<file path="src/lsu_pkg.sv">
package lsu_pkg;

    // timer window, two 32-bit words of mtime
    localparam logic [31:0] clint_base = 32'ha0000048;
    localparam logic [31:0] clint_last = 32'ha000004f;

    // AXI response codes
    localparam logic [1:0] axi_okay = 2'b00;

    // access size, same encoding as AXI axsize for 1, 2 and 4 bytes
    typedef enum logic [1:0] {
        size_byte = 2'd0,
        size_half = 2'd1,
        size_word = 2'd2
    } lsu_size_e;

    // address seen whole, or as word index plus byte lane
    typedef union packed {
        logic [31:0] full;
        struct packed {
            logic [29:0] word_idx;
            logic [1:0]  byte_off;
        } part;
    } lsu_addr_u;

    // core side request
    typedef struct packed {
        logic        wen;
        logic        ren;
        logic        sign;
        lsu_size_e   size;
        lsu_addr_u   addr;
        logic [31:0] wdata;
    } lsu_req_t;

    // core side response, valid with done
    typedef struct packed {
        logic [31:0] rdata;
        logic        err;
    } lsu_rsp_t;

    // AXI4 write address channel
    typedef struct packed {
        logic [31:0] addr;
        logic [2:0]  size;
        logic [7:0]  len;
        logic [3:0]  id;
        logic [1:0]  burst;
    } axi_aw_t;

    // AXI4 read address channel
    typedef struct packed {
        logic [31:0] addr;
        logic [2:0]  size;
        logic [7:0]  len;
        logic [3:0]  id;
        logic [1:0]  burst;
    } axi_ar_t;

    typedef struct packed {
        logic [31:0] data;
        logic [3:0]  strb;
        logic        last;
    } axi_w_t;

    typedef struct packed {
        logic [1:0] resp;
        logic [3:0] id;
    } axi_b_t;

    typedef struct packed {
        logic [31:0] data;
        logic [1:0]  resp;
        logic        last;
        logic [3:0]  id;
    } axi_r_t;

endpackage

</file>
<file path="src/lsu_clint.sv">
`timescale 1ns/1ps

module lsu_clint #(
    parameter int unsigned mtime_step = 1
) (
    input  logic        clk,
    input  logic        rst_n,
    input  logic        rd,
    input  logic        idx,
    output logic [31:0] rdata
);

    logic [63:0] mtime;

    // free-running, software has no write path
    always_ff @(posedge clk) begin
        if (!rst_n) begin
            mtime <= '0;
        end else begin
            mtime <= mtime + 64'(mtime_step);
        end
    end

    // idx 0 is the low word at the window base, idx 1 the high word
    always_ff @(posedge clk) begin
        if (rd) begin
            rdata <= idx ? mtime[63:32] : mtime[31:0];
        end
    end

endmodule

</file>
<file path="src/lsu_ctrl.sv">
`timescale 1ns/1ps

module lsu_ctrl import lsu_pkg::*; (
    input  logic        clk,
    input  logic        rst_n,

    // core side
    input  logic        req_valid,
    input  lsu_req_t    req,
    output logic        busy,
    output logic        done,
    output lsu_rsp_t    rsp,

    // AXI master
    output axi_aw_t     aw,
    output logic        awvalid,
    input  logic        awready,
    output axi_w_t      w,
    output logic        wvalid,
    input  logic        wready,
    input  axi_b_t      b,
    input  logic        bvalid,
    output logic        bready,
    output axi_ar_t     ar,
    output logic        arvalid,
    input  logic        arready,
    input  axi_r_t      r,
    input  logic        rvalid,
    output logic        rready,

    // timer
    output logic        clint_rd,
    output logic        clint_idx,
    input  logic [31:0] clint_rdata,

    // lanes
    input  axi_w_t      wlane,
    output logic [31:0] rword,
    input  logic [31:0] rdata_al
);

    typedef enum logic [2:0] {
        st_idle,
        st_clint,
        st_aw,
        st_w,
        st_b,
        st_ar,
        st_r
    } state_e;

    state_e   state;
    lsu_req_t req_q;
    axi_w_t   w_q;
    logic     accept;
    logic     hit;
    logic     fin;
    lsu_rsp_t rsp_nxt;

    assign accept = req_valid && (state == st_idle);

    // timer window decode, done once on the incoming address
    assign hit = (req.addr.full >= clint_base) && (req.addr.full <= clint_last);

    // timer read starts in the request cycle so data is back one cycle later
    assign clint_rd  = accept && req.ren && !req.wen && hit;
    assign clint_idx = req.addr.part.word_idx[0];

    assign busy  = (state != st_idle);
    assign rword = (state == st_clint) ? clint_rdata : r.data;
    assign w     = w_q;

    // address channels: single beat, id 0
    always_comb begin
        aw.addr  = req_q.addr.full;
        aw.size  = 3'(req_q.size);
        aw.len   = '0;
        aw.id    = '0;
        aw.burst = '0;
        ar.addr  = req_q.addr.full;
        ar.size  = 3'(req_q.size);
        ar.len   = '0;
        ar.id    = '0;
        ar.burst = '0;
    end

    // completion and the response it carries
    always_comb begin
        fin           = 1'b0;
        rsp_nxt.rdata = '0;
        rsp_nxt.err   = 1'b0;
        case (state)
            st_idle: begin
                if (accept && req.wen && hit) begin
                    // mtime is read-only
                    fin         = 1'b1;
                    rsp_nxt.err = 1'b1;
                end else if (accept && !req.wen && !req.ren) begin
                    fin = 1'b1;
                end
            end
            st_clint: begin
                fin           = 1'b1;
                rsp_nxt.rdata = rdata_al;
            end
            st_b: begin
                fin         = bvalid && bready;
                rsp_nxt.err = (b.resp != axi_okay);
            end
            st_r: begin
                fin           = rvalid && rready;
                rsp_nxt.rdata = rdata_al;
                rsp_nxt.err   = (r.resp != axi_okay);
            end
            default: begin
                fin = 1'b0;
            end
        endcase
    end

    always_ff @(posedge clk) begin
        if (!rst_n) begin
            state   <= st_idle;
            done    <= 1'b0;
            awvalid <= 1'b0;
            wvalid  <= 1'b0;
            bready  <= 1'b0;
            arvalid <= 1'b0;
            rready  <= 1'b0;
        end else begin
            done <= fin;
            case (state)
                st_idle: begin
                    if (accept && req.wen && !hit) begin
                        state   <= st_aw;
                        awvalid <= 1'b1;
                    end else if (accept && !req.wen && req.ren && hit) begin
                        state <= st_clint;
                    end else if (accept && !req.wen && req.ren) begin
                        state   <= st_ar;
                        arvalid <= 1'b1;
                    end
                end
                st_clint: begin
                    state <= st_idle;
                end
                st_aw: begin
                    // W follows the AW handshake
                    if (awvalid && awready) begin
                        awvalid <= 1'b0;
                        wvalid  <= 1'b1;
                        state   <= st_w;
                    end
                end
                st_w: begin
                    if (wvalid && wready) begin
                        wvalid <= 1'b0;
                        bready <= 1'b1;
                        state  <= st_b;
                    end
                end
                st_b: begin
                    if (bvalid && bready) begin
                        bready <= 1'b0;
                        state  <= st_idle;
                    end
                end
                st_ar: begin
                    if (arvalid && arready) begin
                        arvalid <= 1'b0;
                        rready  <= 1'b1;
                        state   <= st_r;
                    end
                end
                st_r: begin
                    if (rvalid && rready) begin
                        rready <= 1'b0;
                        state  <= st_idle;
                    end
                end
                default: begin
                    state <= st_idle;
                end
            endcase
        end
    end

    // request, write beat and response payload
    always_ff @(posedge clk) begin
        if (accept) begin
            req_q <= req;
            w_q   <= wlane;
        end
        if (fin) begin
            rsp <= rsp_nxt;
        end
    end

endmodule

</file>
<file path="src/lsu_lanes.sv">
`timescale 1ns/1ps

module lsu_lanes import lsu_pkg::*; (
    input  lsu_req_t    req,
    input  logic [31:0] rword,
    output axi_w_t      wlane,
    output logic [31:0] rdata
);

    logic [1:0]  off;
    logic [4:0]  shamt;
    logic [31:0] rshift;

    assign off   = req.addr.part.byte_off;
    // 8 bits per byte lane
    assign shamt = {off, 3'b000};

    // store side: strobes and lane placement
    always_comb begin
        case (req.size)
            size_byte: begin
                wlane.strb = 4'b0001 << off;
            end
            size_half: begin
                // upper or lower halfword, bit 0 of the offset is ignored
                wlane.strb = off[1] ? 4'b1100 : 4'b0011;
            end
            default: begin
                wlane.strb = 4'b1111;
            end
        endcase
        wlane.data = req.wdata << shamt;
        // single beat only
        wlane.last = 1'b1;
    end

    // load side: bring the addressed lanes down to bit 0
    assign rshift = rword >> shamt;

    always_comb begin
        case (req.size)
            size_byte: begin
                rdata = {{24{req.sign & rshift[7]}}, rshift[7:0]};
            end
            size_half: begin
                rdata = {{16{req.sign & rshift[15]}}, rshift[15:0]};
            end
            default: begin
                rdata = rshift;
            end
        endcase
    end

endmodule

</file>
<file path="src/lsu_top.sv">
`timescale 1ns/1ps

// the core keeps req steady from req_valid until done,
// the lanes align load data from it at completion
module lsu_top import lsu_pkg::*; #(
    parameter int unsigned mtime_step = 1
) (
    input  logic     clk,
    input  logic     rst_n,
    input  logic     req_valid,
    input  lsu_req_t req,
    output logic     busy,
    output logic     done,
    output lsu_rsp_t rsp,
    output axi_aw_t  aw,
    output logic     awvalid,
    input  logic     awready,
    output axi_w_t   w,
    output logic     wvalid,
    input  logic     wready,
    input  axi_b_t   b,
    input  logic     bvalid,
    output logic     bready,
    output axi_ar_t  ar,
    output logic     arvalid,
    input  logic     arready,
    input  axi_r_t   r,
    input  logic     rvalid,
    output logic     rready
);

    axi_w_t      wlane;
    logic [31:0] rword;
    logic [31:0] rdata_al;
    logic        clint_rd;
    logic        clint_idx;
    logic [31:0] clint_rdata;

    lsu_ctrl u_ctrl (
        .clk         (clk),
        .rst_n       (rst_n),
        .req_valid   (req_valid),
        .req         (req),
        .busy        (busy),
        .done        (done),
        .rsp         (rsp),
        .aw          (aw),
        .awvalid     (awvalid),
        .awready     (awready),
        .w           (w),
        .wvalid      (wvalid),
        .wready      (wready),
        .b           (b),
        .bvalid      (bvalid),
        .bready      (bready),
        .ar          (ar),
        .arvalid     (arvalid),
        .arready     (arready),
        .r           (r),
        .rvalid      (rvalid),
        .rready      (rready),
        .clint_rd    (clint_rd),
        .clint_idx   (clint_idx),
        .clint_rdata (clint_rdata),
        .wlane       (wlane),
        .rword       (rword),
        .rdata_al    (rdata_al)
    );

    lsu_lanes u_lanes (
        .req   (req),
        .rword (rword),
        .wlane (wlane),
        .rdata (rdata_al)
    );

    lsu_clint #(
        .mtime_step (mtime_step)
    ) u_clint (
        .clk   (clk),
        .rst_n (rst_n),
        .rd    (clint_rd),
        .idx   (clint_idx),
        .rdata (clint_rdata)
    );

endmodule

</file>
<file path="config.mk">
export PLATFORM = sky130hd
export DESIGN_NAME = lsu_top
export DESIGN_NICKNAME = d
export VERILOG_FILES = /design/src/lsu_pkg.sv /design/src/lsu_clint.sv /design/src/lsu_ctrl.sv /design/src/lsu_lanes.sv /design/src/lsu_top.sv
export SDC_FILE = /design/constraint.sdc
export NUM_CORES = 1
export LEC_CHECK = 0
export BUFFER_PORTS_ARGS = -buffer_cell sky130_fd_sc_hd__buf_4
export CAP_MARGIN = 30
export CELL_PAD_IN_SITES_DETAIL_PLACEMENT = 0
export CELL_PAD_IN_SITES_GLOBAL_PLACEMENT = 1
export CORE_UTILIZATION = 37
export DETAILED_ROUTE_END_ITERATION = 12
export PLACE_DENSITY_LB_ADDON = 0.05
export SLEW_MARGIN = 10
export SYNTH_ARGS = -nofsm -noshare
export SYNTH_HDL_FRONTEND = slang
export SYNTH_HIERARCHICAL = 1
export SYNTH_SLANG_ARGS = --single-unit
</file>
<file path="constraint.sdc">
create_clock -name clk -period 5.1 [get_ports clk]
set_input_delay 0.765 -clock clk [delete_from_list [all_inputs] [get_ports clk]]
set_output_delay 0.765 -clock clk [all_outputs]
set_load 0.1 [all_outputs]
</file>
==> results.txt, run 1 <==
The run finished with clean final reports. In this run the static leakage power is a little over 0.005 uW. The gate count after technology mapping is 966. The count of buffers added on input and output ports is 257. The final-report setup violation count came out at 0. The number of hold-repair buffers added at the cts stage came out at 0.

The initial detailed-routing violation count came out at 385. On the worst path, the slowest cell contributes a delay of 780 ps. The first-pass iteration count of the detailed router is 4.

The die span in x is 171 um. The number of antenna violations at the first check in global routing came out at 0. The maximum clock frequency is 279 MHz. The longest clock path from root to sink contains 3 buffers.

The number of placed I/O pins is 297. The number of design rule violations left after detail routing came out at 0. The fraction of the cycle the final worst path needs is between 70% and 80%. The required time of the worst setup path came out at 5370 ps.

The worst setup path is of the flip-flop to flip-flop kind. The worst setup path endpoint is u_ctrl/rsp[17]. The number of antenna diodes in the final layout is 0. The post-detailed-route via-to-cell ratio came out at 4.93.

The post-route clock skew came out at 9.95 ps. Cells with a size suffix above 1 make up 33.8% of the layout. The number of placement rows is 61. Leaving out fill and tap cells, the most frequent cell in the layout is buf_4. The average footprint of a synthesized cell came out at 11.0 um^2. Data arrives at the worst endpoint at between 3000 and 4000 ps. In this run, CTS created clock tree buffers numbering 25.

Sequential elements use 52.3% of the synthesized area. The largest net degree at the start of global routing is 76. The area inside the core boundary is between 20000 and 30000 um^2. At the end of the flow the core is filled with cells to 47.2%.

The worst-skew pair later-pin latency came out at 510 ps. The worst register-to-register path has a setup slack of 1520 ps. The wire length per cell came out at between 15 and 20 um. In the synthesized netlist the dominant register cell turns out to be edfxtp_1. In the layout the commonest cells are buf_4 (261), edfxtp_1 (136), dfxtp_1 (73). The final-report max-slew violation count is 0. The first global-routing pass estimated between 40000 and 50000 um of wire. The die is between 150 and 200 um tall. The Yosys step of the flow raised 6 warnings. TritonCTS built the clock tree. The via count came out at between 7000 and 8000. The worst setup path is captured at a flip-flop. The full die area came out at 29300 um^2. Once the floorplan was initialized, standard cells occupied 37.8% of the core. Counting flops with a built-in enable in the synthesized netlist gives between 100 and 150.

The number of nets at the end of the flow is ~1300. The hold violation total from the final report came to 0. The endpoint identified for the worst register-to-register timing path is u_ctrl/rsp[17].

In this run the number of H-tree levels came out at 1. Traced cell by cell, the critical path runs through nor3b_4, mux2_2, mux2_4, a22oi_2, nand3_2, and2_1. The total routed wirelength came out at approximately 29000 um. The master of the slowest instance on the critical path is nor3b_4. The tool flagged a number of max-cap violations equal to 0. The kind of start point of the critical path is a flip-flop.

The peak supply drop is 0.000368 V. In this run the clock root is driven by a clkbuf_16. The setup TNS after final layout is 0 ps. After clock tree synthesis, the setup repair step added 0 buffers. The total of cells resized after clock tree synthesis is 0.

The cell area after technology mapping is 10600 um^2. The count of cells along the worst register-to-register path is 6. The final critical path time including I/O delays and setup is between 3000 and 4000 ps. Setup repair after global routing left no endpoint under its margin. The number of distinct library cells after synthesis came out at 69. The detail route stage leaves a number of antenna-violating nets equal to 0. The slew at the pin closest to its max-slew limit came out at 978 ps. The post-detailed-placement half-perimeter wirelength is 20800 um. The launch instance of the worst register-to-register path is u_ctrl/state[0]. The most critical setup path has its startpoint at u_ctrl/state[0].

The worst relative slew slack came out at 34.8%. The via count of the first global-routing pass came to between 7000 and 8000. The critical-path maximum fanout came out at 17.

The clock slew seen by the registers of the worst setup and hold paths is 60 ps. At the end of routability-driven placement, the weighted congestion stood at ~0.8. Global routing used 19.2% of the available tracks.

The clock net in this run drives a total of 209 sinks. In this run, synthesis produced a sequential element count of roughly 210. The power per unit of standard cell area is about 560 nW/um^2. Summed over all layers, the global routing overflow is 0. The kind of path behind the tightest hold check is input port to flip-flop. The relative area change from synthesis to final layout is 24.8%. The fraction of registers with async set/reset came out at 0%.
==> worst min-delay path by stage <==
stage | startpoint | endpoint | depth (start not counted)
after CTS | req[63] | u_ctrl/ar[48] | 1
after detailed placement | u_clint/mtime[63] | u_clint/mtime[63] | 2
after floorplan | u_clint/mtime[0] | u_clint/mtime[0] | 1
final | req[63] | u_ctrl/ar[48] | 1
after global placement | u_clint/mtime[63] | u_clint/mtime[63] | 2
after global routing | req[55] | u_ctrl/ar[40] | 1
==> per-stage QoR <==
step                instance area (um^2)  power [uW]  hold WS (ps)  std cells  worst slack (ps)
finish                             13200        7350           436       1572              1520
global route                       13200        7590           414       1572              1270
CTS                                13200        7420           410       1571              1520
detailed placement                 12500        5840           480       1526              1520
global placement                   12400        5810           459       1523              1540
floorplan                          10700        5200           447        995               794
==> power breakdown <==
| part | switching, uW | internal, uW |
|---|---|---|
| Sequential | 124 | 2140 |
| Clock | 668 | 899 |
| Combinational | 2840 | 669 |
| Total | 3640 | 3710 |
==> area by class of cell <==
type / instances / area (um^2)
Multi-Input combinational cell: 665 / 4430
Clock inverter: 10 / 43.8
Timing Repair Buffer: 265 / 2030
Sequential cell: 209 / 5550
Tap cell: 378 / 473
Clock buffer: 35 / 663
Fill cell: 2662 / 14800
Inverter: 10 / 37.5
==> logic make-up (layout without fill, tap and decap cells) <==
family | count (synthesis) | count (layout) | synth area share [%]
buf+inv | 121 | 320 | 7.09
flops | 209 | 209 | 52.3
xor+xnor | 32 | 32 | 2.65
compound gates | 149 | 149 | 8.46
fa+ha+maj | 1 | 1 | 0.118
simple gates | 357 | 357 | 19.4
mux | 95 | 95 | 9.90
other cells | 2 | 31 | 0.0709
==> flip-flops by register name, indices dropped and copies added (netlist names), 3 cells and up <==
| name | flops |
|---|---|
| u_ctrl/ar | 34 |
| u_clint/mtime | 64 |
| u_ctrl/w | 37 |
| u_ctrl/rsp | 33 |
| u_clint/rdata | 32 |
| u_ctrl/state | 3 |
==> Yosys cell counts (20+ instances only) <==
cell	number	area share, %
nand4_1	23	1.4
nor2_1	58	2.1
buf_4	68	4.8
clkbuf_1	24	0.85
mux2i_1	23	2.2
xor2_1	20	1.7
a21oi_1	54	2.6
and2_1	46	2.7
nand2_1	69	2.4
nor2b_1	22	1.3
dfxtp_1	73	14
mux2_2	70	7.4
nand3_1	34	1.6
edfxtp_1	136	39
or3_1	24	1.4
o21ai_0	40	1.9
==> layer usage <==
| metal | global-route usage (%) | vias up | part of all wire [%] |
|---|---|---|---|
| met5 | 0 | - | 0 |
| met4 | 4.74 | 0 | 2.0 |
| met3 | 3.01 | 35 | 5.3 |
| met2 | 33.3 | 206 | 48 |
| met1 | 24.8 | 3657 | 44 |
| li1 | - | 3852 | - |
==> critical path: cells and delay by family (launching register included) <==
kind             cells  cell delay [ps]
AO/OA/AOI/OAI        1              780
flip-flops           1              690
multiplexers         2              770
AND/OR/NAND/NOR      3             1090
No activity file was read; power rests on OpenSTA's default activity.
==> run 2, diff against run 1 <==
clock period = 3.3 ns   (was 5.1 ns; I/O delays follow)
==> run 2 against run 1 <==
Final area is 0.42% higher; final cell count is 0.57% higher; flip-flop and latch count stayed put; critical path type unchanged; critical endpoint is now u_ctrl/rsp[12]; largest power group unchanged; highest routed layer unchanged.
==> results.txt, run 2 (synthesis results as in run 1) <==
The flow ran to the end, and the final reports show no timing, DRC or antenna violations. The share of layout cells above drive strength 1 came to 34.5% (+0.66 points). The reg-to-reg endpoint is u_ctrl/rsp[12]. The startpoint-to-endpoint class of the critical path is flip-flop to flip-flop. The number of placed I/O pins came to 297 (unchanged). The worst relative slew slack is 36.0% (+1.2 points). The via count is 7777 (+0.35%). The worst hold endpoint is u_ctrl/ar[43].

The total inserted antenna cells is 0 (unchanged). The slew at the pin closest to its max-slew limit is 960 ps (-18.7 ps). The first-pass iteration count of the detailed router is 5 (+1).

The total power is 11400 uW (+54%). The total congestion overflow after global routing came out at 0 (unchanged). The multi-input logic area is 4430 um^2 (unchanged). The post-detailed-route via-to-cell ratio is 4.92 (-0.22%).

The hold violation total from the final report was 0 (unchanged). The number of placement rows was 61 (unchanged). The die height is 171 um (unchanged).

The number of buffers added by the clock tree synthesis step is 24 (-4.0%). The fraction of the cycle the final worst path needs is 81.4% (+11 points). The full die area was 29300 um^2 (unchanged). The first-pass GRT wire length is 42700 um (-1.5%). The number of antenna violations at the first check in global routing came out at 0 (unchanged). The clock tree root buffer cell is clkbuf_16. The worst-skew pair later-pin latency came out at 510 ps (about the same). The final critical path time including I/O delays and setup came to 2690 ps (-899 ps). The cell depth of the worst hold path is 1 (unchanged). The initial detailed-routing violation count came out at 355 (-7.8%). The count of cells along the worst register-to-register path is 6 (unchanged). The number of nets with antenna violations after detailed routing came out at 0 (unchanged). The setup slack after placement came out at 539 ps (-982 ps). The worst endpoint data arrival time is 2950 ps (-900 ps). The flip-flop count of the largest register after layout came out at 64 (unchanged). The via count of the first global-routing pass is 7426 (-0.040%). The number of maximum-capacitance violations is 0 (unchanged).

TritonCTS built the clock tree. The wire length per cell is 17.9 um (-1.5%). In the layout the commonest cells are buf_4 (275), edfxtp_1 (136), dfxtp_1 (73). The maximum clock frequency came out at 372 MHz (+33%). The number of H-tree levels came out at 1 (unchanged). The total of cells resized after clock tree synthesis is 0 (unchanged). The number of filler cells placed in the layout is 2639 (-0.86%).

Setup repair after global routing left no endpoint under its margin. The count of buffers added by post-CTS timing repair for setup is 0 (unchanged). The stage delay of the slowest cell on the critical path came out at 540 ps (-240 ps). The clock slew seen by the registers of the worst setup and hold paths came out at 60 ps (about the same).

Traced cell by cell, the critical path runs through nor3b_4, mux2_2, mux2_4, a221o_1, a21boi_1, and2_1. The reg2reg setup slack is 610 ps (-900 ps). The required time of the worst setup path is 3560 ps (-1810 ps). The setup TNS after final layout came to 0 ps (unchanged). The area occupied by registers came out at 5550 um^2 (unchanged). The number of hold-repair buffers added at the cts stage is 0 (unchanged). The launch instance of the worst register-to-register path is u_ctrl/state[2]. The final-report setup violation count was 0 (unchanged).

The largest net degree at the start of global routing is 74 (-2.6%). The peak supply drop was 0.000622 V (+69%). The global placer's final weighted congestion came out at 0.785 (+0.59%). The largest individual stage delay along the critical path comes from the cell nor3b_4. The power per unit of standard cell area came to 855 nW/um^2 (+54%).

The critical-path maximum fanout is 9 (-8). The worst hold path begins at req[58]. The die span in x is 171 um (unchanged). The count of buffers inserted at the top-level ports came out at 257 (unchanged).

The number of buffers on the longest clock path is 3 (unchanged). The area inside the core boundary is 28000 um^2 (unchanged). The number of design rule violations left after detail routing came to 0 (unchanged).

The static power due to leakage came out at 0.00514 uW (+0.87%). The total clock sinks is 209 (unchanged). The path class of the tightest hold or removal check is input port to flip-flop.

The type of element capturing the critical path is a flip-flop. The post-detailed-placement half-perimeter wirelength came to 21100 um (+1.1%). The total track usage was 18.9% (-0.21 points). The post-route clock skew is 6.94 ps (-3.01 ps). The hold slack came out at 171 ps (-265 ps).

The number of nets at the end of the flow came to 1309 (+0.77%). The starting density of the core is 37.8% (unchanged). The total routed wirelength was 28300 um (-0.93%). The final-report max-slew violation count is 0 (unchanged).

The largest register by flop count is u_clint/mtime. The least setup slack across all paths after layout is 614 ps (-901 ps). The library cell used most frequently in the layout, excluding fill and tap cells, is buf_4. The relative area change from synthesis to final layout came out at 25.3%. STA classifies the critical path startpoint as a flip-flop.
-- run 2: cell type report --
class | instances | share of cell area, %
sequential | 209 | 41.8
clock inverter | 10 | 0.320
tap | 378 | 3.56
inverter | 10 | 0.283
multi-input combinational | 665 | 33.4
clock buffer | 33 | 5.01
timing repair buffer | 276 | 15.7
-- run 2: power by group --
group          leakage [uW]  total (uW)  internal, uW  switching [uW]
logic               0.00291        5460          1040            4430
clock network      0.000349        2410          1400            1010
registers           0.00188        3470          3310             159
total               0.00514       11400          5750            5600
-- run 2: through the flow --
| stage | instances | cell area [um^2] | utilization (%) |
|---|---|---|---|
| after CTS | 1581 | 13300 | 47.4 |
| final | 1581 | 13300 | 47.4 |
| after floorplan | 995 | 10700 | - |
| after detailed placement | 1538 | 12600 | 44.9 |
| after global routing | 1581 | 13300 | 47.4 |
| after global placement | 1537 | 12600 | 44.8 |
-- run 2: worst max-delay path: cells and delay by family, from the launching register on --
kind	cells	cell delay, ps
and+or+nand+nor	2	680
muxes	2	760
DFF	1	410
AOI/OAI and AO/OA	2	590
-- run 2: worst max-delay path by stage --
stage	endpoint	cells past startpoint	startpoint
floorplan	u_ctrl/rsp[0]	5	u_ctrl/state[0]
detailed placement	u_clint/rdata[26]	5	req[55]
global placement	u_clint/rdata[26]	5	req[55]
finish	u_ctrl/rsp[12]	6	u_ctrl/state[2]
global route	u_clint/mtime[59]	6	u_clint/mtime[8]
CTS	u_ctrl/rsp[12]	6	u_ctrl/state[2]
-- run 2: metal layers --
metal  track usage, %  wire, um  vias to the layer above
li1                 -         -                     3878
met1             24.6     12600                     3657
met2             32.2     13400                      205
met3             3.75      1730                       37
met4             4.70       613                        0
met5                0         0                        -
==> run 3, diff against run 2 <==
clock period = 2.5 ns   (was 3.3 ns; I/O delays follow)
==> run 3 against run 2 <==
Core utilization grew 1.2 points; clock-buffer cell count decreased by 1; sequential power grew 31%; routed wire length is 1.6% higher; power up 36%; critical path depth grew 1; critical path type unchanged; critical endpoint is now u_ctrl/rsp[15].
==> results.txt, run 3 (synthesis results as in run 1) <==
The run finished with clean final reports. The instance area after placement came out at 12800 um^2 (+1.6%). The final core utilization came out at 48.6% (+1.2 points). The final instance area came to 13600 um^2 (+2.4%). The critical path in this run is classified as flip-flop to flip-flop. In this run the critical register-to-register path is launched from u_ctrl/state[1]. The first-pass GRT wire length came out at 43200 um (+1.2%). The via count came out at 7875 (+1.3%). The clock slew seen by the registers of the worst setup and hold paths is 60 ps (about the same). The area inside the core boundary was 28000 um^2 (unchanged). The initial detailed-routing violation count came to 395 (+11%). The final-report max-slew violation count came to 0 (unchanged). The total congestion overflow after global routing came out at 0 (unchanged).

The startpoint of the most critical hold path is req[38]. The total routed wirelength was 28800 um (+1.6%). The library cell used most frequently in the layout, excluding fill and tap cells, is buf_4. The number of buffers on the longest clock path is 3 (unchanged). The power per unit of standard cell area is 1140 nW/um^2 (+33%). The cell depth of the worst hold path is 1 (unchanged). The reg2reg setup slack is 120 ps (-500 ps). The setup TNS after final layout is 0 ps (unchanged). The post-detailed-route via-to-cell ratio came out at 4.92 (+0.12%). Setup repair after global routing left no endpoint under its margin. The number of filler cells placed in the layout came out at 2634 (-0.19%). The post-route clock skew came out at 13.1 ps (+6.11 ps). STA classifies the critical path endpoint as a flip-flop. The total power is 15400 uW (+36%). The non-filler instance count after layout is 1599 (+1.1%). TritonCTS built the clock tree. The die span in x came out at 171 um (unchanged). The total clock sinks came out at 209 (unchanged).

The worst relative slew slack came out at 59.9% (+24 points). The wire length per cell is 18.0 um (+0.42%). The worst endpoint data arrival time is 2660 ps (-290 ps). The flip-flop count of the largest register after layout came out at 64 (unchanged). The total track usage is 19.2% (+0.24 points). The largest net degree at the start of global routing is 70 (-5.4%). The post-detailed-placement half-perimeter wirelength was 21200 um (+0.89%).

The slew at the pin closest to its max-slew limit is 599 ps (-361 ps). The starting density of the core came out at 37.8% (unchanged). The first-pass iteration count of the detailed router is 5 (unchanged).

The fraction of the cycle the final worst path needs is 95.3% (+14 points). The number of instances in the placed design is 1550 (+0.78%). The worst-skew pair later-pin latency came out at 520 ps (about the same). The number of placement rows came to 61 (unchanged). The peak supply drop came out at 0.000846 V (+36%). The area growth from synthesis to layout is 28.4%.

The die height was 171 um (unchanged). The full die area was 29300 um^2 (unchanged). The final-report setup violation count is 0 (unchanged). The largest register by flop count is u_clint/mtime. The clock tree root buffer cell is clkbuf_16. The number of design rule violations left after detail routing came to 0 (unchanged).

The worst hold endpoint is u_ctrl/ar[23]. The number of nets with antenna violations after detailed routing came out at 0 (unchanged). The number of nets at the end of the flow came out at 1323 (+1.1%). The number of maximum-capacitance violations came out at 0 (unchanged). The share of layout cells above drive strength 1 is 35.9% (+1.4 points). The via count of the first global-routing pass came to 7477 (+0.69%).

The number of H-tree levels is 1 (unchanged). The static power due to leakage came out at 0.00530 uW (+3.2%). The count of buffers inserted at the top-level ports came out at 257 (unchanged). The reg-to-reg endpoint is u_ctrl/rsp[15]. The critical-path maximum fanout came to 8 (-1). The required time of the worst setup path is 2770 ps (-790 ps). The number of antenna violations at the first check in global routing came out at 1 (+1).

STA classifies the critical path startpoint as a flip-flop. The maximum clock frequency was 420 MHz (+13%). The number of placed I/O pins is 297 (unchanged). The number of buffers added by the clock tree synthesis step came out at 26 (+8.3%). The count of cells along the worst register-to-register path is 7 (+1). The final critical path time including I/O delays and setup was 2380 ps (-305 ps). The path class of the tightest hold or removal check is input port to flip-flop. The count of buffers added by post-CTS timing repair for setup was 0 (unchanged). The global placer's final weighted congestion is 0.796 (+1.4%). The hold violation total from the final report came out at 0 (unchanged). In the layout the commonest cells are buf_4 (279), edfxtp_1 (136), dfxtp_1 (73).
-- run 3: cell count changes in the layout (fill, tap and decap cells not counted), sizes merged --
cell	delta
diode	+1
clkbuf	-1
buf	+12
clkinvlp	+2
clkinv	+3
bufinv	+1
-- run 3: final cells by class --
class	count	area [um^2]	share of cell area (%)
clock buffers	32	724	5.33
clock inverters	16	104	0.763
well taps	378	473	3.48
diodes	1	2.50	0.0184
multi-input cells	665	4440	32.7
inverters	10	37.5	0.276
flip-flops and latches	209	5550	40.8
repair buffers	288	2270	16.7
-- run 3: worst max-delay path by stage --
stage	depth (start not counted)	endpoint	slack (ps)	startpoint
final	7	u_ctrl/rsp[15]	120	u_ctrl/state[1]
after global placement	7	u_ctrl/rsp[15]	120	u_ctrl/state[1]
after CTS	7	u_ctrl/rsp[15]	110	u_ctrl/state[0]
after floorplan	5	u_ctrl/rsp[0]	-970	u_ctrl/state[0]
after global routing	6	u_clint/mtime[61]	30	u_clint/mtime[2]
after detailed placement	7	u_ctrl/rsp[15]	100	u_ctrl/state[0]
-- run 3: per-layer routing --
metal / vias up / part of all wire (%) / track usage (%)
li1: 3913 / - / -
met1: 3688 / 45 / 25.5
met2: 225 / 47 / 31.4
met3: 49 / 5.7 / 3.41
met4: 0 / 2.6 / 6.60
met5: - / 0 / 0
-- run 3: worst max-delay path, cell delays in order, from the launching register on --
cell      delay, ps
dfxtp_1         330
nor3b_4         270
buf_12          160
mux2_2          380
mux2_4          300
a221o_1         400
a21boi_1        160
and2_1          130
-- run 3: repair_timing --
action / 4_1_cts / 5_1_grt
gates resized for setup: 0 / 1
setup endpoints to repair: 0 / 1
hold buffers: 0 / 0
-- run 3: report_power, final --
group	internal (uW)	switching (uW)
clock network	2150	1430
logic	1440	5870
registers	4360	196
total	7950	7500
-- run 3: metrics by stage --
stage | hold WS, ps | worst slack (ps)
floorplan | 447 | -973
detailed placement | 478 | 104
finish | 37.5 | 119
CTS | 9.18 | 108
global placement | 466 | 119
global route | 11.2 | 27.7
